===== src/common/socPkg.sv =====
`default_nettype none

package socPkg;

	////////////////////////////////////////////////////////////
	// Bus widths
	////////////////////////////////////////////////////////////

	// Byte address on the data bus
	typedef logic [31:0] addrT;
	// Data word on the data bus
	typedef logic [31:0] dataT;
	// Write byte enables, zero means read
	typedef logic [3:0] byteMaskT;
	// Word index into program memory
	typedef logic [11:0] memIdxT;
	// Register index inside the I/O block
	typedef logic [1:0] ioOffT;
	// Board LEDs
	typedef logic [7:0] ledT;
	// Board switches
	typedef logic [15:0] swT;

	////////////////////////////////////////////////////////////
	// Bus transfer structs
	////////////////////////////////////////////////////////////

	typedef struct packed {
		addrT addr;
		dataT wdata;
		byteMaskT mask;
	} busReqT;

	typedef struct packed {
		dataT rdata;
		logic err;
	} busRspT;

	// Decoded target of one access
	typedef enum logic [1:0] {
		selMem,
		selIo,
		selNone
	} devSelT;

	////////////////////////////////////////////////////////////
	// Address map
	////////////////////////////////////////////////////////////

	// Program memory, 4096 words
	localparam addrT memBase = 32'h0000_0000;
	localparam addrT memSize = 32'h0000_4000;

	// I/O block, four word registers
	localparam addrT ioBase = 32'h0001_0000;
	localparam addrT ioSize = 32'h0000_0010;

	// Register indices inside the I/O block
	localparam ioOffT ioLedOff = 2'd0;
	localparam ioOffT ioSwOff = 2'd1;
	localparam ioOffT ioReloadOff = 2'd2;
	localparam ioOffT ioCtrlOff = 2'd3;

	// Read word of an unmapped access
	localparam dataT errData = 32'hDEAD_BEEF;

endpackage

`default_nettype wire


===== src/ioDevice/ioTimer.sv =====
`default_nettype none

module ioTimer (
	input wire logic clkCPU,
	input wire logic rstN,
	input wire logic timerEn,
	input wire socPkg::dataT timerReload,
	output socPkg::dataT count,
	output logic expire
);
	import socPkg::*;

	dataT countQ;
	dataT curCount;
	logic enPrev;
	logic startEdge;

	// First cycle after enable goes high
	assign startEdge = timerEn && !enPrev;

	// Fresh start sees the reload value as if loaded with the write
	assign curCount = startEdge ? timerReload : countQ;

	// Fires in the cycle the count sits at zero
	assign expire = timerEn && (curCount == '0);

	////////////////////////////////////////////////////////////
	// Counter
	////////////////////////////////////////////////////////////

	always_ff @(posedge clkCPU) begin
		if (!rstN) begin
			enPrev <= 1'b0;
			countQ <= '0;
		end else begin
			enPrev <= timerEn;
			// Disabled timer holds its value
			if (expire)
				countQ <= timerReload;
			else if (timerEn)
				countQ <= curCount - 1'b1;
		end
	end

	assign count = curCount;

	// Never fires while stopped
	assert property (@(posedge clkCPU) disable iff (!rstN) expire |-> timerEn);

endmodule

`default_nettype wire


===== config.mk =====
export PLATFORM = sky130hd
export DESIGN_NAME = ioTimer
export DESIGN_NICKNAME = d
export VERILOG_FILES = /design/src/common/socPkg.sv /design/src/ioDevice/ioTimer.sv
export SDC_FILE = /design/constraint.sdc
export NUM_CORES = 1
export LEC_CHECK = 0
export BUFFER_PORTS_ARGS = -buffer_cell sky130_fd_sc_hd__buf_2
export CAP_MARGIN = 20
export CORE_MARGIN = 2
export CORE_UTILIZATION = 50
export CTS_CLUSTER_SIZE = 25
export DETAILED_ROUTE_END_ITERATION = 16
export HOLD_SLACK_MARGIN = 0.02
export PLACE_DENSITY = 0.75
export SLEW_MARGIN = 25
export SYNTH_ARGS = -nofsm -noshare
export SYNTH_HDL_FRONTEND = slang
export SYNTH_SLANG_ARGS = --single-unit
export TNS_END_PERCENT = 100

===== constraint.sdc =====
create_clock -name clkCPU -period 7.9 [get_ports clkCPU]
set_clock_uncertainty 0.15 [all_clocks]
set_input_delay 2.37 -clock clkCPU [delete_from_list [all_inputs] [get_ports clkCPU]]
set_output_delay 2.37 -clock clkCPU [all_outputs]
set_load 0.02 [all_outputs]

After elaboration in Yosys (flattened, before gate mapping)
Cells that the tools add are included.

storage, ports and cells
  bits in registers = 33
  latch bits = 0
  RAM bits = 0
  memory bits (read-only) = 0
  input bits = 35
  output and inout bits = 33
  memories kept = 0

operators by class
  $add $sub $neg = 1
  multiply operators = 0
  divide/modulo/power cells = 0
  order comparisons = 0
  equal/unequal tests = 0
  shift operators = 0
  mux-type cells = 3
  bitwise gates (word level) = 0
  reduce and logical (&&, ||, !) cells = 5

operator list
  operator               number
  $mux 32                3
  $logic_not 32->1       1
  $sub 32x1->32 const B  1
  $logic_and 1x1->1      2
  $reduce_bool 2->1      1
  $logic_not 1->1        1

Longest topological paths before layout
  depth after elaboration = 6
  gate-level depth with buffers = 17
  depth with buffers taken out = 10

Least setup slack after synthesis
No wires, ideal clock.

  path type = input to output
  from = input port timerEn
  to = output port expire
  data arrival time = 4,997 ps
  data required time = 5,380 ps
  slack = 383 ps
  cell stages on the path = 14
  path buffers = 7
  path through = nor2b_4 buf_6 buf_6 buf_4 buf_2 buf_1 mux2i_1 ha_1 nand3_1 nand3b_4 or2_1 buf_2 clkinv_2 buf_6

on the way
  longest elaborated chain between the ends = 4

RTL lines
  element              line           source
  from (decl)          ioTimer.sv:6   input wire logic timerEn,
  $logic_and 1x1->1    ioTimer.sv:19  assign startEdge = timerEn && !enPrev;
  $mux 32              ioTimer.sv:22  assign curCount = startEdge ? timerReload : countQ;
  $logic_not 32->1     ioTimer.sv:25  assign expire = timerEn && (curCount == '0);
  $logic_and 1x1->1 *  ioTimer.sv:25
  to (decl)            ioTimer.sv:9   output logic expire

Every way passes the cells marked *; elsewhere a longest branch is shown, timed or not.

Worst setup path after layout
Same ends and word-level chain as after synthesis.

==> metrics.log <==
[metrics] count of buffers inserted at the top-level ports: 67
[metrics] DRT Wirelength: 8410 µm
[metrics] maximum number of pins on one net before global-route repair: 35
[metrics] number of buffers inserted by post-CTS setup repair: 0
[metrics] Post-Syn Instances: 368
[metrics] weighted congestion at the end of routability-driven global placement: 0.931
[metrics] # IOs: 68
[metrics] initial detailed-routing violation count: 208
[metrics] total number of placement rows: 27
[metrics] total half-perimeter wirelength after legalization and detailed placement: 6110 µm
[metrics] number of remaining DRC errors: 0
[metrics] Hold Crit Class: register to register
[metrics] IR Drop Worst-Case VDD: 0.0000839 V
[metrics] Worst setup EP type: output port
[metrics] final setup vio count: 0
[metrics] Max Root-Sink Buffers: 2
[metrics] hold path depth: 2
[metrics] initial antenna violation count: 0
[metrics] max_cap viols: 0
[metrics] share of the cycle needed by the critical path after routing: 96.2%
[metrics] starting utilization of the core area: 51.5%
[metrics] proportion of synthesized chip area in sequential cells: 23.3%
[metrics] # diodes: 0
[metrics] CTS Hold Bufs: 0
[metrics] Worst-Skew Late Latency: 290 ps
[metrics] worst setup path category: input pin to output port
[metrics] share of the synthesized area in the top cell type: 23.3%
[metrics] final total negative setup slack: 0 ps
[metrics] remaining number of nets flagged by the antenna check after routing: 0
[metrics] WP data required: 5380 ps
[metrics] synthesized netlist net count: 404
[metrics] transition time at the pin with the least slew margin: 762 ps
[metrics] leak pwr: 1.38 nW
[metrics] clock sink count: 33
[metrics] CP max FO: 33
[metrics] total number of H-tree levels: 2
[metrics] Total Nets Final: 465
[metrics] outcome: completed
[metrics] EDFF count, synth: 0
[metrics] leading register cell type out of synthesis: sky130_fd_sc_hd__dfxtp_1
[metrics] total vias in the final route: 3032
[metrics] die area: 6290 µm²
[metrics] list of most frequent post-synthesis cells: sky130_fd_sc_hd__nor2_1 (52), sky130_fd_sc_hd__dfxtp_1 (33), sky130_fd_sc_hd__nand2_1 (33)
[metrics] number of inserted filler cells in the final layout: 502
[metrics] final count of pins violating max slew: 0
[metrics] average detailed-routed wire length per instance: 16.8 µm
[metrics] library cell used as clock root buffer: sky130_fd_sc_hd__clkbuf_8
[metrics] Unique masters post-synth: 60
[metrics] relative max-transition margin: 49.1%
[metrics] maximum frequency from static timing analysis: 132 MHz
[metrics] depth of the most critical reg-to-reg path: 10
[metrics] core footprint: 5510 µm²
[metrics] Syn. warnings: 0
[metrics] Detailed Routing Iterations Pass 1: 5
[metrics] mean area per synthesized cell: 7.70 µm²
[metrics] unrepaired setup endpoints after global routing: false
[metrics] GRT Total Usage: 27.3%
[metrics] placed cells: 494
[metrics] total grt overflow: 0
[metrics] signed area change from the synthesized netlist to the final layout: 15.9%
[metrics] Synth Cell Area: 2840 µm²
[metrics] cell with the most instances after synthesis: sky130_fd_sc_hd__nor2_1
[metrics] final cell count without fillers: 501
[metrics] via count of the first global-routing pass: 2838
[metrics] cell type with the largest total area after synthesis: sky130_fd_sc_hd__dfxtp_1
[metrics] wire length of the first global-routing pass: 13800 µm
[metrics] Hold Vio Cnt, Final: 0
[metrics] ratio of routed vias to standard cells: 6.05
[metrics] number of storage elements in the synthesis netlist: 33
[metrics] CP arrival: 5080 ps
[metrics] clock transition at the registers of the reported paths: 70 ps
[metrics] clock period minus worst slack: 7600 ps
[metrics] post-CTS resize count: 0
[metrics] width of the chip: 79.3 µm
[metrics] Die Ht: 79.3 µm
[metrics] cts bufs inserted: 5
[metrics] power per cell area: 157 nW/µm²
[metrics] CTS tree: yes
[metrics] ranking of synthesized cells by area: sky130_fd_sc_hd__dfxtp_1 (23%), sky130_fd_sc_hd__mux2_2 (9.5%), sky130_fd_sc_hd__mux2i_1 (8.1%)
[metrics] ratio of cells with drive above 1 in the final layout: 27.3%
[metrics] asr flop ratio synth: 0%
[metrics] startpoint class of the critical path: input pin
power breakdown:
group | internal [mW] | switching [mW]
logic | 0.0772 | 0.115
registers | 0.178 | 0.0109
clock network | 0.0693 | 0.0660
final cells by class:
cell class | instances | area [µm²] | area share [%]
Sequential cell | 33 | 661 | 20.1
Multi-Input combinational cell | 301 | 2000 | 60.8
Inverter | 15 | 57.6 | 1.75
Clock buffer | 7 | 86.3 | 2.63
Tap cell | 72 | 90.1 | 2.74
Timing Repair Buffer | 73 | 393 | 12.0
kinds of logic after synthesis:
group / synth area share (%)
simple gates: 26.3
buf+inv: 6.22
compound gates: 18.5
flops: 23.3
fa+ha+maj: 0.441
xor+xnor: 6.49
mux: 18.7
path summary, 6_finish.rpt:
check                                             start                       to  slack (ps)
worst max-delay path                            timerEn                   expire         300
worst min-delay path            countQ[10]$_SDFFE_PN0P_  countQ[10]$_SDFFE_PN0P_         330
worst max register to register        enPrev$_SDFF_PN0_  countQ[23]$_SDFFE_PN0P_        4090
worst min register to register  countQ[10]$_SDFFE_PN0P_  countQ[10]$_SDFFE_PN0P_         330
cell usage in the layout (no fill, tap or decap), drive strengths merged, types with 4 or more instances in the layout:
master and count:
buf 73, nor2 52, nand2 33, dfxtp 33, o21ai 31, mux2 26
mux2i 23, xnor2 18, nor3 18, a21oi 13, inv 12, nand3 10
a31oi 9, or3 8, clkbuf 7, o31ai 6, o22ai 4, nor2b 4
nor4 4, or2 4
critical path, cell delays in order:
cell                       delay (ps)
sky130_fd_sc_hd__buf_2            100
sky130_fd_sc_hd__nor2b_4          380
sky130_fd_sc_hd__buf_12           270
sky130_fd_sc_hd__mux2_4           360
sky130_fd_sc_hd__inv_1             70
sky130_fd_sc_hd__ha_1             240
sky130_fd_sc_hd__nand3_1          230
sky130_fd_sc_hd__nand3b_4         320
sky130_fd_sc_hd__or2_1            300
sky130_fd_sc_hd__clkinv_2         210
sky130_fd_sc_hd__buf_2            220
flip-flops by register name, summed over array words and instances (netlist names):
signal	cells
enPrev	1
countQ	32
metal layers:
metal / up-vias / routed length, µm / global-route usage [%]
met5: - / 0 / 0
met4: 0 / 133 / 9.48
met3: 15 / 714 / 5.00
met2: 139 / 3890 / 44.1
met1: 1430 / 3670 / 36.5
li1: 1448 / - / -
metrics by stage:
stage / area, µm² / setup WS, ps / hold WS [ps] / utilization (%) / total power [mW]
5_1_grt: 3290 / 98.8 / 359 / 59.7 / 0.548
2_1_floorplan: 2840 / 383 / 294 / - / 0.328
4_1_cts: 3290 / 334 / 325 / 59.7 / 0.517
6_report: 3290 / 298 / 325 / 59.7 / 0.517
3_5_place_dp: 3200 / 353 / 316 / 58.1 / 0.382
3_3_place_gp: 3200 / 402 / 313 / 58.1 / 0.379
Note: power is estimated with default switching activity, not from simulation.
