### config.mk
export PLATFORM = sky130hd
export DESIGN_NAME = ioRegs
export DESIGN_NICKNAME = d
export VERILOG_FILES = /design/src/common/socPkg.sv /design/src/ioDevice/ioRegs.sv
export SDC_FILE = /design/constraint.sdc
export NUM_CORES = 1
export LEC_CHECK = 0
export ABC_AREA = 1
export BUFFER_PORTS_ARGS = -buffer_cell sky130_fd_sc_hd__buf_4
export CORE_UTILIZATION = 39
export CTS_BUF_LIST = sky130_fd_sc_hd__clkbuf_8 sky130_fd_sc_hd__clkbuf_16
export CTS_CLUSTER_DIAMETER = 100
export CTS_CLUSTER_SIZE = 25
export DETAILED_ROUTE_END_ITERATION = 8
export PLACE_DENSITY = 0.77
export SLEW_MARGIN = 20
export SYNTH_ARGS = -nofsm -noshare
export SYNTH_HDL_FRONTEND = slang
export SYNTH_SLANG_ARGS = --single-unit
### constraint.sdc
create_clock -name clkCPU -period 1.4 [get_ports clkCPU]
set_input_delay 0.28 -clock clkCPU [delete_from_list [all_inputs] [get_ports clkCPU]]
set_output_delay 0.28 -clock clkCPU [all_outputs]
set_load 0.005 [all_outputs]
### src/common/socPkg.sv
`default_nettype none

package socPkg;

	////////////////////////////////////////////////////////////
	// Bus widths
	////////////////////////////////////////////////////////////

	// Byte address on the data bus
	typedef logic [31:0] addrT;
	// Data word on the data bus
	typedef logic [31:0] dataT;
	// Write byte enables, zero means read
	typedef logic [3:0] byteMaskT;
	// Word index into program memory
	typedef logic [11:0] memIdxT;
	// Register index inside the I/O block
	typedef logic [1:0] ioOffT;
	// Board LEDs
	typedef logic [7:0] ledT;
	// Board switches
	typedef logic [15:0] swT;

	////////////////////////////////////////////////////////////
	// Bus transfer structs
	////////////////////////////////////////////////////////////

	typedef struct packed {
		addrT addr;
		dataT wdata;
		byteMaskT mask;
	} busReqT;

	typedef struct packed {
		dataT rdata;
		logic err;
	} busRspT;

	// Decoded target of one access
	typedef enum logic [1:0] {
		selMem,
		selIo,
		selNone
	} devSelT;

	////////////////////////////////////////////////////////////
	// Address map
	////////////////////////////////////////////////////////////

	// Program memory, 4096 words
	localparam addrT memBase = 32'h0000_0000;
	localparam addrT memSize = 32'h0000_4000;

	// I/O block, four word registers
	localparam addrT ioBase = 32'h0001_0000;
	localparam addrT ioSize = 32'h0000_0010;

	// Register indices inside the I/O block
	localparam ioOffT ioLedOff = 2'd0;
	localparam ioOffT ioSwOff = 2'd1;
	localparam ioOffT ioReloadOff = 2'd2;
	localparam ioOffT ioCtrlOff = 2'd3;

	// Read word of an unmapped access
	localparam dataT errData = 32'hDEAD_BEEF;

endpackage

`default_nettype wire

### src/ioDevice/ioRegs.sv
`default_nettype none

module ioRegs (
	input wire logic clkCPU,
	input wire logic rstN,
	input wire logic en,
	input wire socPkg::ioOffT off,
	input wire socPkg::dataT wdata,
	input wire socPkg::byteMaskT mask,
	output socPkg::dataT rdata,
	input wire socPkg::swT sw,
	output socPkg::ledT led,
	output logic timerEn,
	output socPkg::dataT timerReload,
	output logic irqClear,
	input wire logic expire,
	input wire socPkg::dataT count,
	output logic irq
);
	import socPkg::*;

	ledT ledQ;
	swT swQ;
	dataT reloadQ;
	logic enQ;
	logic pendQ;
	logic wrLed;
	logic wrReload;
	logic wrCtrl;

	// Register selects
	assign wrLed = en && (off == ioLedOff);
	assign wrReload = en && (off == ioReloadOff);
	assign wrCtrl = en && (off == ioCtrlOff);

	// Write 1 to ctrl bit 1 acks the interrupt
	assign irqClear = wrCtrl && mask[0] && wdata[1];

	////////////////////////////////////////////////////////////
	// Control registers
	////////////////////////////////////////////////////////////

	always_ff @(posedge clkCPU) begin
		if (!rstN) begin
			ledQ <= '0;
			reloadQ <= '0;
			enQ <= 1'b0;
			pendQ <= 1'b0;
		end else begin
			if (wrLed && mask[0])
				ledQ <= wdata[7:0];
			// Reload written lane by lane
			for (int b = 0; b < $bits(byteMaskT); b++) begin
				if (wrReload && mask[b])
					reloadQ[8*b +: 8] <= wdata[8*b +: 8];
			end
			if (wrCtrl && mask[0])
				enQ <= wdata[0];
			// Expire beats a simultaneous clear
			if (expire)
				pendQ <= 1'b1;
			else if (irqClear)
				pendQ <= 1'b0;
		end
	end

	////////////////////////////////////////////////////////////
	// Read path
	////////////////////////////////////////////////////////////

	// Switch sampling stage
	always_ff @(posedge clkCPU) begin
		swQ <= sw;
	end

	// Word latched on the strobe, values before any write
	always_ff @(posedge clkCPU) begin
		if (en) begin
			case (off)
				ioLedOff: rdata <= dataT'(ledQ);
				ioSwOff: rdata <= dataT'(swQ);
				ioReloadOff: rdata <= reloadQ;
				default: rdata <= {count[15:0], 14'b0, pendQ, enQ};
			endcase
		end
	end

	assign led = ledQ;
	assign timerEn = enQ;
	assign timerReload = reloadQ;
	assign irq = pendQ;

endmodule

`default_nettype wire

# Word-level counts from Yosys, hierarchy flattened
# Index checks and enable logic that the tools add are counted.
# op_classes
n_mux	3
n_eq_ne	3
n_reduce_logical	12
# ops
cell	count
32-bit one-hot mux with 3 select lines	1
1-bit logical AND	10
2-bit equality test, second input constant	2
2-bit by 1-bit equality test with 1-bit output, second input constant	1
2-bit zero test	1
1-bit two-way mux	2
2-bit nonzero test	1
# totals
ff_bits	90
wordCells	27
input_bits	90

# Depth between registers and ports, before layout
# logic_depth
word_depth	6
mapped_depth	7

# Worst setup path before layout
# No wires, ideal clock.
# synth_timing
path_type	input to register
startpoint	input off[0]
endpoint	register rdata[17] (data pin)
setup_time_ps	256
arrival_ps	836
cell_stages	5
t_required_ps	1144
path_buffers	1
path_slack_ps	308
cell_sequence	nand2_1 > clkinv_1 > buf_2 > nand2_1 > o21ai_1
# synth_via
elab_chain_len	2
word_cells_on_any_way	4
cone_classes	eq/ne: 2; mux: 1; reduce/logical: 1
# synth_rtl
item	line_no	text
from (decl)	ioRegs.sv:7	input wire socPkg::ioOffT off,
2-bit equality test, or another cell as far along	ioRegs.sv:79	case (off)
32-bit one-hot mux with 3 select lines (*)	ioRegs.sv:79	
to (signal assigned)	ioRegs.sv:80	ioLedOff: rdata <= dataT'(ledQ);
to (signal assigned)	ioRegs.sv:81	ioSwOff: rdata <= dataT'(swQ);
to (signal assigned)	ioRegs.sv:82	ioReloadOff: rdata <= reloadQ;
to (decl)	ioRegs.sv:10	output socPkg::dataT rdata,
# Mark *: on every way between the ends. The rest lies on a longest branch, timed or not.
# A chain may end at the register's enable or synchronous reset.

# Worst setup path in the final report
# layout_timing
startpoint	input en
endpoint	output irqClear
# layout_via
elab_chain_len	3
# layout_rtl
item	line_no	text
from (decl)	ioRegs.sv:6	input wire logic en,
1-bit logical AND	ioRegs.sv:34	assign wrCtrl = en && (off == ioCtrlOff);
1-bit logical AND (2 in series)	ioRegs.sv:37	assign irqClear = wrCtrl && mask[0] && wdata[1];
to (decl)	ioRegs.sv:15	output logic irqClear,
# Every way passes these cells.

==> reports/qor.yml <==
finish:
  fin_util_pct: 57.98
  nets: 627
  final_area_sq_um: 4788
  multi_input_area_sq_um: 1012
  ff_latch_area_sq_um: 2122
  diodes: 0
  layout-drive-gt1-share_pct: 33.39
  area_growth_pct: 43.17
  nFillCells: 743
worst_setup_path:
  reg2regPathDepth: 2
  path_class: "primary input to output port"
  crit_arrival_ps: 950
  worstReg2RegStart: "timerReload[26]"
  r2r-end: "rdata[26]"
  cp_max_fo: 7
  r2r_slack_ps: 550
  critPathLaunchType: "primary input"
  cp.required_ps: 1120
  worst_setup_path_end_kind: "output port"
clock_network:
  insertion_delay_ps: 360
  cts_sinks: 90
  cts_buffer_depth: 2
  cts_hold_buf: 3
  tritoncts: "yes"
  numCtsBuffers: 9
  root_buffer: "clkbuf_8"
  postCtsSetupBuffers: 0
  ctsResizeCount: 0
  clk_pin_slew_worst_paths_ps: 90
  htree_levels: 3
timing:
  slew_headroom_pct: 66.16
  period_share_pct: 88.11
  worstMarginPinSlew_ps: 505.7
  final-max-slew-violation-count: 0
  finClkSkew_ps: 11.10
  clock.fmax_ghz: 0.8107
  setup_viol: 0
  setup_tns_ps: 0
  hold_viol: 0
  rsz0062_at_grt: "false"
  fin_crit_ps: 1233
  fin_hold_ws_ps: 24.51
synthesis:
  syn_area_sq_um: 3344
  syn_nets: 469
  syn_area_per_cell_sq_um: 8.824
  synth_top_cell_area_share_pct: 34.72
  synth-warning-count: 0
  synth_top_area_cell: "dfxtp_1"
  netlist_top_cells_count: "nand2_1 (102), nor2_1 (83), dfxtp_1 (58)"
  synth_ff_type: "dfxtp_1"
  synth.area.top_cells: "dfxtp_1 (35%), edfxtp_1 (29%), nand2_1 (11%)"
  synthMostInstantiatedCell: "nand2_1"
  async_flop_share_pct: 0
  yosys_register_bits: 90
  synth_edf_count: 32
  synth-seq-area-share_pct: 63.45
  synthDistinctLibCells: 21
  syn_inst: 379
global_route:
  track_usage_pct: 19.14
  grt-ovfl-total: 0
  grt_pass1_vias: 2749
  grt_max_degree: 43
  grt_antenna_before_repair: 0
  grt_pass1_wl_um: 12850
floorplan:
  initial_core_util_pct: 40.50
  core-area_sq_um: 8258
  die_h_um: 94.61
  die_area_sq_um: 8950
  io_pins: 165
  die_w_um: 94.61
  rows: 33
hold_path:
  hold_class: "primary input to register"
  hp-start: "sw[13]"
  holdPathEnd: "swQ[13]"
  whs_path_depth: 1
routing:
  drtIter0Drc: 71
  wl_per_cell_um: 13.28
  vias: 2978
  routed_wl_um: 8594
  via_per_inst: 4.603
  drt_pass1_iterations: 4
  drtAntennaViolNets: 0
  drcViolationCount: 0
power:
  p_total_mw: 5.081
  cellPowerDensity_nw_per_um2: 1061
  ir_worst_vdd_mv: 0.5126
  p_leak_nw: 2.305
placement:
  hpwl_um: 6249
  portBuffers: 148
  postPlaceCellArea_sq_um: 4562
  place_congestion: 0.8881
job:
  maxCapViolCount: 0
run_status:
  status: "finished, final reports clean"
cell families after synthesis:
logic type | after synthesis | share of synthesized area [%]
simple gates | 201 | 23.98
compound gates | 42 | 6.285
flops | 90 | 63.45
buf+inv | 46 | 6.284
per-layer routing:
layer / part of all wire (%) / global-route usage (%)
met5: 0 / 0
met4: 2.3 / 9.848
met3: 6.5 / 4.187
met2: 50 / 32.19
met1: 41 / 22.84
state kept, by name (all words and copies together), names as in the netlist:
register and count:
rdata 32, timerReload 32, swQ 16, led 8, irq 1, timerEn 1
worst max-delay path by stage:
stage / startpoint / endpoint / slack, ps / cells after the start
floorplan: off[0] / rdata[17] / 310 / 5
global placement: off[1] / timerReload[8] / 50 / 6
detailed placement: off[1] / rdata[26] / 2 / 5
CTS: en / irqClear / 150 / 6
global route: en / irqClear / 90 / 6
finish: en / irqClear / 170 / 6
where the power goes:
| part | internal, mW | switching (mW) | total, mW |
|---|---|---|---|
| Clock | 0.655 | 0.942 | 1.60 |
| Sequential | 2.84 | 0.0508 | 2.89 |
| Combinational | 0.327 | 0.271 | 0.598 |
placed cells by master, fill, tap and decap left out:
master / Yosys / final
buf_12: 0 / 1
a21oi_1: 1 / 1
clkinv_2: 0 / 1
inv_4: 0 / 1
dfxtp_1: 58 / 58
clkbuf_8: 0 / 9
clkinvlp_4: 0 / 2
nand2_2: 2 / 2
edfxtp_1: 32 / 32
nor2_2: 1 / 1
inv_1: 29 / 29
nor3_1: 1 / 1
inv_6: 0 / 1
clkinv_1: 1 / 1
nor2_4: 1 / 1
o21ai_0: 21 / 21
nand3_2: 3 / 3
buf_4: 1 / 153
nand2_1: 102 / 102
o21ai_1: 20 / 20
dlygate4sd3_1: 0 / 5
inv_2: 4 / 4
nand3_1: 6 / 6
nand4_1: 2 / 2
clkinv_4: 0 / 2
nor2_1: 83 / 83
worst max-delay path: stages:
cell and delay, ps:
buf_4 150, nand2_1 110, nor2_1 150, nand2_1 100
inv_1 60, buf_4 100
cell type report:
type / instances / area share (%)
Tap cell: 105 / 2.744
Multi-Input combinational cell: 243 / 21.14
Clock inverter: 7 / 1.097
Clock buffer: 9 / 2.587
Inverter: 34 / 2.665
Timing Repair Buffer: 159 / 25.45
Sequential cell: 90 / 44.32
stage by stage:
| stage | setup WS [ps] | std cells |
|---|---|---|
| 6_report | 166.5 | 647 |
| 3_5_place_dp | 2.187 | 626 |
| 2_1_floorplan | 308.0 | 379 |
| 3_3_place_gp | 50.00 | 626 |
| 5_1_grt | 90.91 | 647 |
| 4_1_cts | 149.9 | 645 |
(Power assumes the default switching activity.)
