### src/common/socPkg.sv
`default_nettype none

package socPkg;

	////////////////////////////////////////////////////////////
	// Bus widths
	////////////////////////////////////////////////////////////

	// Byte address on the data bus
	typedef logic [31:0] addrT;
	// Data word on the data bus
	typedef logic [31:0] dataT;
	// Write byte enables, zero means read
	typedef logic [3:0] byteMaskT;
	// Word index into program memory
	typedef logic [11:0] memIdxT;
	// Register index inside the I/O block
	typedef logic [1:0] ioOffT;
	// Board LEDs
	typedef logic [7:0] ledT;
	// Board switches
	typedef logic [15:0] swT;

	////////////////////////////////////////////////////////////
	// Bus transfer structs
	////////////////////////////////////////////////////////////

	typedef struct packed {
		addrT addr;
		dataT wdata;
		byteMaskT mask;
	} busReqT;

	typedef struct packed {
		dataT rdata;
		logic err;
	} busRspT;

	// Decoded target of one access
	typedef enum logic [1:0] {
		selMem,
		selIo,
		selNone
	} devSelT;

	////////////////////////////////////////////////////////////
	// Address map
	////////////////////////////////////////////////////////////

	// Program memory, 4096 words
	localparam addrT memBase = 32'h0000_0000;
	localparam addrT memSize = 32'h0000_4000;

	// I/O block, four word registers
	localparam addrT ioBase = 32'h0001_0000;
	localparam addrT ioSize = 32'h0000_0010;

	// Register indices inside the I/O block
	localparam ioOffT ioLedOff = 2'd0;
	localparam ioOffT ioSwOff = 2'd1;
	localparam ioOffT ioReloadOff = 2'd2;
	localparam ioOffT ioCtrlOff = 2'd3;

	// Read word of an unmapped access
	localparam dataT errData = 32'hDEAD_BEEF;

endpackage

`default_nettype wire

### src/rtl/cpuBus.sv
`default_nettype none

module cpuBus (
	input wire logic clkCPU,
	input wire logic rstN,
	input wire logic reqValid,
	output logic reqReady,
	input wire socPkg::busReqT req,
	output logic rspValid,
	input wire logic rspReady,
	output socPkg::busRspT rsp,
	output logic memEn,
	output socPkg::memIdxT memIdx,
	output logic ioEn,
	output socPkg::ioOffT ioOff,
	output socPkg::dataT wdata,
	output socPkg::byteMaskT mask,
	input wire socPkg::dataT memRdata,
	input wire socPkg::dataT ioRdata
);
	import socPkg::*;

	typedef enum logic {
		stIdle,
		stRespond
	} busStateT;

	busStateT state;
	devSelT decSel;
	devSelT selQ;
	logic accept;
	// High in the first respond cycle only
	logic freshQ;
	busRspT rspMux;
	busRspT rspHold;

	////////////////////////////////////////////////////////////
	// Request side
	////////////////////////////////////////////////////////////

	assign reqReady = (state == stIdle);
	assign accept = reqValid && reqReady;

	// Offset compare keeps the decode free of base assumptions
	always_comb begin
		if ((req.addr - memBase) < memSize)
			decSel = selMem;
		else if ((req.addr - ioBase) < ioSize)
			decSel = selIo;
		else
			decSel = selNone;
	end

	// One strobe per accepted mapped access
	assign memEn = accept && (decSel == selMem);
	assign ioEn = accept && (decSel == selIo);
	// Word address bits
	assign memIdx = req.addr[2 +: $bits(memIdxT)];
	assign ioOff = req.addr[2 +: $bits(ioOffT)];
	assign wdata = req.wdata;
	assign mask = req.mask;

	always_ff @(posedge clkCPU) begin
		if (!rstN) begin
			state <= stIdle;
			selQ <= selNone;
			freshQ <= 1'b0;
		end else begin
			case (state)
				stIdle: begin
					if (reqValid) begin
						state <= stRespond;
						selQ <= decSel;
						freshQ <= 1'b1;
					end
				end
				stRespond: begin
					freshQ <= 1'b0;
					if (rspReady)
						state <= stIdle;
				end
				default: state <= stIdle;
			endcase
		end
	end

	////////////////////////////////////////////////////////////
	// Response side
	////////////////////////////////////////////////////////////

	// Devices return their word one cycle after the strobe
	always_comb begin
		case (selQ)
			selMem: rspMux = '{rdata: memRdata, err: 1'b0};
			selIo: rspMux = '{rdata: ioRdata, err: 1'b0};
			default: rspMux = '{rdata: errData, err: 1'b1};
		endcase
	end

	// Capture once, then hold while the master stalls
	always_ff @(posedge clkCPU) begin
		if (freshQ)
			rspHold <= rspMux;
	end

	assign rspValid = (state == stRespond);
	assign rsp = freshQ ? rspMux : rspHold;

	// Stalled response must not move
	assert property (@(posedge clkCPU) disable iff (!rstN)
		rspValid && !rspReady |=> rspValid && $stable(rsp));

	// At most one device strobed
	assert property (@(posedge clkCPU) disable iff (!rstN) !(memEn && ioEn));

endmodule

`default_nettype wire

### config.mk
export PLATFORM = sky130hd
export DESIGN_NAME = cpuBus
export DESIGN_NICKNAME = d
export VERILOG_FILES = /design/src/common/socPkg.sv /design/src/rtl/cpuBus.sv
export SDC_FILE = /design/constraint.sdc
export NUM_CORES = 1
export LEC_CHECK = 0
export ABC_AREA = 1
export BUFFER_PORTS_ARGS = -buffer_cell sky130_fd_sc_hd__clkbuf_2
export CAP_MARGIN = 10
export CORE_AREA = 2 2 86 88
export CTS_CLUSTER_SIZE = 30
export DETAILED_ROUTE_END_ITERATION = 7
export DIE_AREA = 0 0 88 90
export PLACE_DENSITY_LB_ADDON = 0.08
export SLEW_MARGIN = 25
export SYNTH_ARGS = -nofsm -noshare
export SYNTH_HDL_FRONTEND = slang
export SYNTH_SLANG_ARGS = --single-unit
export TNS_END_PERCENT = 20
### constraint.sdc
create_clock -name clkCPU -period 1.55 [get_ports clkCPU]
set_input_delay 0 -clock clkCPU [delete_from_list [all_inputs] [get_ports clkCPU]]
set_output_delay 0 -clock clkCPU [all_outputs]
set_load 0.02 [all_outputs]
* After elaboration in Yosys (flattened, before gate mapping)
Cells that the tools add are included.
** Operators by class
- Add/sub/neg operators :: 1
- $lt $le $gt $ge :: 2
- Eq/ne operators :: 3
- Mux-type cells :: 9
- Bitwise gates (word level) :: 1
- Reductions and logical operators :: 6
** Operator list (count)
- case mux 33 bit (2 select lines) :: 1
- two-way mux 33 bit :: 1
- less-than comparator 32 x 15 -> 1 bit, second input constant :: 1
- less-than comparator 32 x 5 -> 1 bit, second input constant :: 1
- subtractor 32 x 17 -> 32 bit, second input constant :: 1
- == test 2 x 1 -> 1 bit, second input constant :: 2
- zero test 2 bit :: 2
- two-way mux 2 bit :: 2
- case mux 1 bit (2 select lines) :: 2
- logical AND 1 bit :: 3
- two-way mux 1 bit :: 3
- inequality test 2 bit, second input constant :: 1
- AND reduction 2 bit :: 1
- NOT 1 bit :: 1
** Storage, ports and cells
- Flip-flop bits (word level) :: 37
- Input bits :: 136
- Output and inout bits :: 87
- Word-level logic and storage cells :: 27

* Depth between registers and ports, before layout
- Word-level depth :: 6
- Mapped depth :: 11

* Least setup slack after synthesis
No wires, ideal clock.
- Path type :: register to register
- Start point :: reg selQ[1]
- End point :: reg rspHold[28] in the netlist's numbering
- Data arrival time :: 1.215 ns
- Data required time :: 1.319 ns
- Path slack :: 0.104 ns
- Cell stages (with the launch flop) :: 6
- Clock period less this slack :: 1.446 ns
- Cell sequence :: dfxtp_1 or2_1 clkbuf_1 buf_2 o221ai_1 o21ai_0
** RTL lines
- start, declared :: line cpuBus.sv:30 : devSelT selQ;
- start signal, assigned :: line cpuBus.sv:66 : selQ <= selNone;
- start signal, assigned :: line cpuBus.sv:73 : selQ <= decSel;
- end signal, assigned :: line cpuBus.sv:103 : rspHold <= rspMux;
- end, declared :: line cpuBus.sv:35 : busRspT rspHold;

==> run metrics <==
Routed WL 5.893 mm; Pre-Repair DR Iteration Count 4; Worst Reg2Reg Path Length in Cells 5; initial core utilization 0.3081; Pwr Total 2.829 mW; CP startpoint selQ[0]$_SDFFE_PN0P_; final core utilization 0.4256; first-pass GRT wire length ~9.4 mm; Leakage 1.509 nW; critical path startpoint category register; row count 31; violation count after the first detailed-route iteration 45; Critical Path Sink Type output pin; die width approximately 90 um; Worst EP arrival ~1.5 ns; drc violations 0; status complete, no violations; CP max-delay cell dfxtp_2; Congestion Overflow GR 0; worst-margin pin slew 0.2525 ns; Final Max Slew Viols 0; diode count 0; Distinct cells, synth 25; Worst EP required roughly 1.6 ns; core area roughly 7000 sq um; final hold violations 0; port bufs 142; critical path, cell by cell or2_4 -> buf_12 -> o221ai_1 -> o21ai_1 -> buf_4; Clk Latency, worst-skew pair 0.29 ns; via/cell ratio 4.386; most frequent cells in the layout 116 x clkbuf_2, 42 x nor2_1, 35 x inv_1; r2r setup slk 0.27 ns; final hold slack 0.000006541 ns; largest area contributor in the netlist dfxtp_1; Die ar. 7920 sq um; Max-cap violations 0; Setup TNS 0 ns; placed cell count 484; share of cells above drive strength 1 0.4453; Die H 90 um; CP endpoint rsp[1]; root buffer cell clkbuf_8; RSZ-0062 raised after global routing true; Layout Cells excl Fill 510; total nets after synthesis 435; YS warnings 0; Synth area leaders dfxtp_1 34%, buf_4 17%, o221ai_1 9.7%; Final Critical Period 1.493 ns; Final Cycle Share 0.9635; vias in the first global route 2,060; HPWL after detailed placement approximately 4.5 mm; Worst Clk Skew approximately 0.0045 ns; Mapped Cells 299; # setup viols final 0; Layout area overhead 38.11%; Max FO, Critical Path 24; antenna violations before repair 0; RD Place Congestion between 0.7 and 0.8; slew margin rel. 0.8317; post-synth top area share 0.3424; drt wl/cell roughly 12 um; largest net degree at the start of global routing 46; cts bufs inserted 5; Mapped Avg Cell Area about 7.2 sq um; CP Buf/Inv Count 2; Sink Count 37; fmax 0.6696 GHz; hold crit path type input pin to output pin; synthesized cell area 2163 sq um; sequential-to-total area share from yosys stat 0.3424; PwrDens 946.7 nW/um^2; CTS tree done; clk slew on worst S/H paths 0.07 ns; GR Util All Layers 0.1481; hold path start req[34]; Max clock buf depth 2; flops & latches, synth 37; I/O Pins approximately 220; via count 2,237; crit path kind register to output pin; leading cell type in the layout, fill and taps excluded clkbuf_2; peak supply drop 0.4882 mV; RR Endpoint rspHold[1]$_DFF_P_; CP peak stage delay 0.34 ns; worst r2r src selQ[0]$_SDFFE_PN0P_; ANT nets after route 0; family with the most delay on the worst path flip-flops; H-tree depth 2; Levels on crit path 5; nets@finish roughly 550
==> sequential cells by signal (all words and copies together), names as in the netlist <==
| register | cells |
|---|---|
| selQ | 2 |
| freshQ | 1 |
| rspValid | 1 |
| rspHold | 33 |
==> power breakdown <==
| group | total [mW] | internal, mW | leakage, nW | switching, mW |
|---|---|---|---|---|
| clock | 0.659 | 0.310 | 0.0439 | 0.348 |
| sequential | 1.17 | 1.12 | 0.312 | 0.0423 |
| combinational | 1.00 | 0.422 | 1.15 | 0.582 |
| total | 2.83 | 1.86 | 1.51 | 0.973 |
==> how the worst min path moves through the flow <==
stage           endpoint  slack (ns)  cells after the start
3_3_place_gp     mask[1]      0.0001                      0
4_1_cts          mask[1]      0.0001                      0
2_1_floorplan   ioOff[0]        0.11                      1
6_report       wdata[30]    0.000007                      0
5_1_grt        wdata[28]     0.00003                      0
3_5_place_dp     mask[1]      0.0001                      0
==> cells in the mapped netlist, drive strengths merged <==
| cell | instances |
|---|---|
| clkbuf | 6 |
| o21ai | 24 |
| nand3 | 10 |
| or2 | 3 |
| xor2 | 1 |
| buf | 57 |
| a21oi | 4 |
| nand2 | 35 |
| o21a | 1 |
| nor2 | 47 |
| o221ai | 24 |
| a21boi | 1 |
| inv | 36 |
| nor3 | 3 |
| nand4 | 2 |
| a31oi | 7 |
| dfxtp | 37 |
| nand3b | 1 |
==> metrics by stage <==
stage | setup slack [ns] | area [sq um]
floorplan | 0.1039 | 2163
global placement | 0.2797 | 2644
detailed placement | 0.2749 | 2644
CTS | -0.01752 | 2894
global route | -0.03086 | 2988
finish | 0.05663 | 2988
==> layer usage <==
layer	wire, um	GRT usage	vias to the layer above
met5	0	0	-
met4	142	0.06154	0
met3	546	0.06152	26
met2	2826	0.2449	96
met1	2377	0.1648	946
li1	-	-	1169
==> worst reg2reg max path: cells and delay by family (launching register included) <==
kind	cells	cell delay, ns
compound gates	2	0.29
buf+inv	2	0.30
flops	1	0.34
simple gates	1	0.25
==> cell families (layout without fill, tap and decap cells) <==
| group | count (synthesis) | count (layout) | synth area share |
|---|---|---|---|
| AND/OR/NAND/NOR | 101 | 101 | 0.2001 |
| flip-flops | 37 | 37 | 0.3424 |
| AO/OA/AOI/OAI | 61 | 61 | 0.1909 |
| buffers and inverters | 99 | 211 | 0.2626 |
| XOR/XNOR | 1 | 1 | 0.004049 |
==> what timing repair did <==
action / in CTS / in global routing
setup buffers: 0 / 4
gates resized for setup: 9 / 63
pin swaps: 0 / 1
endpoints found under the hold margin: 11 / 0
hold buffers: 14 / 0
setup endpoints to repair: 14 / 31
==> final cells by class <==
cell class,count,area (sq um)
clock buffer,5,68.82
fill,764,4033
clock inverter,3,17.52
tap,99,123.9
multi-input combinational,163,903.4
timing repair buffer,167,994.7
inverter,36,135.1
sequential,37,744.5
No activity file was read; power rests on OpenSTA's default activity.
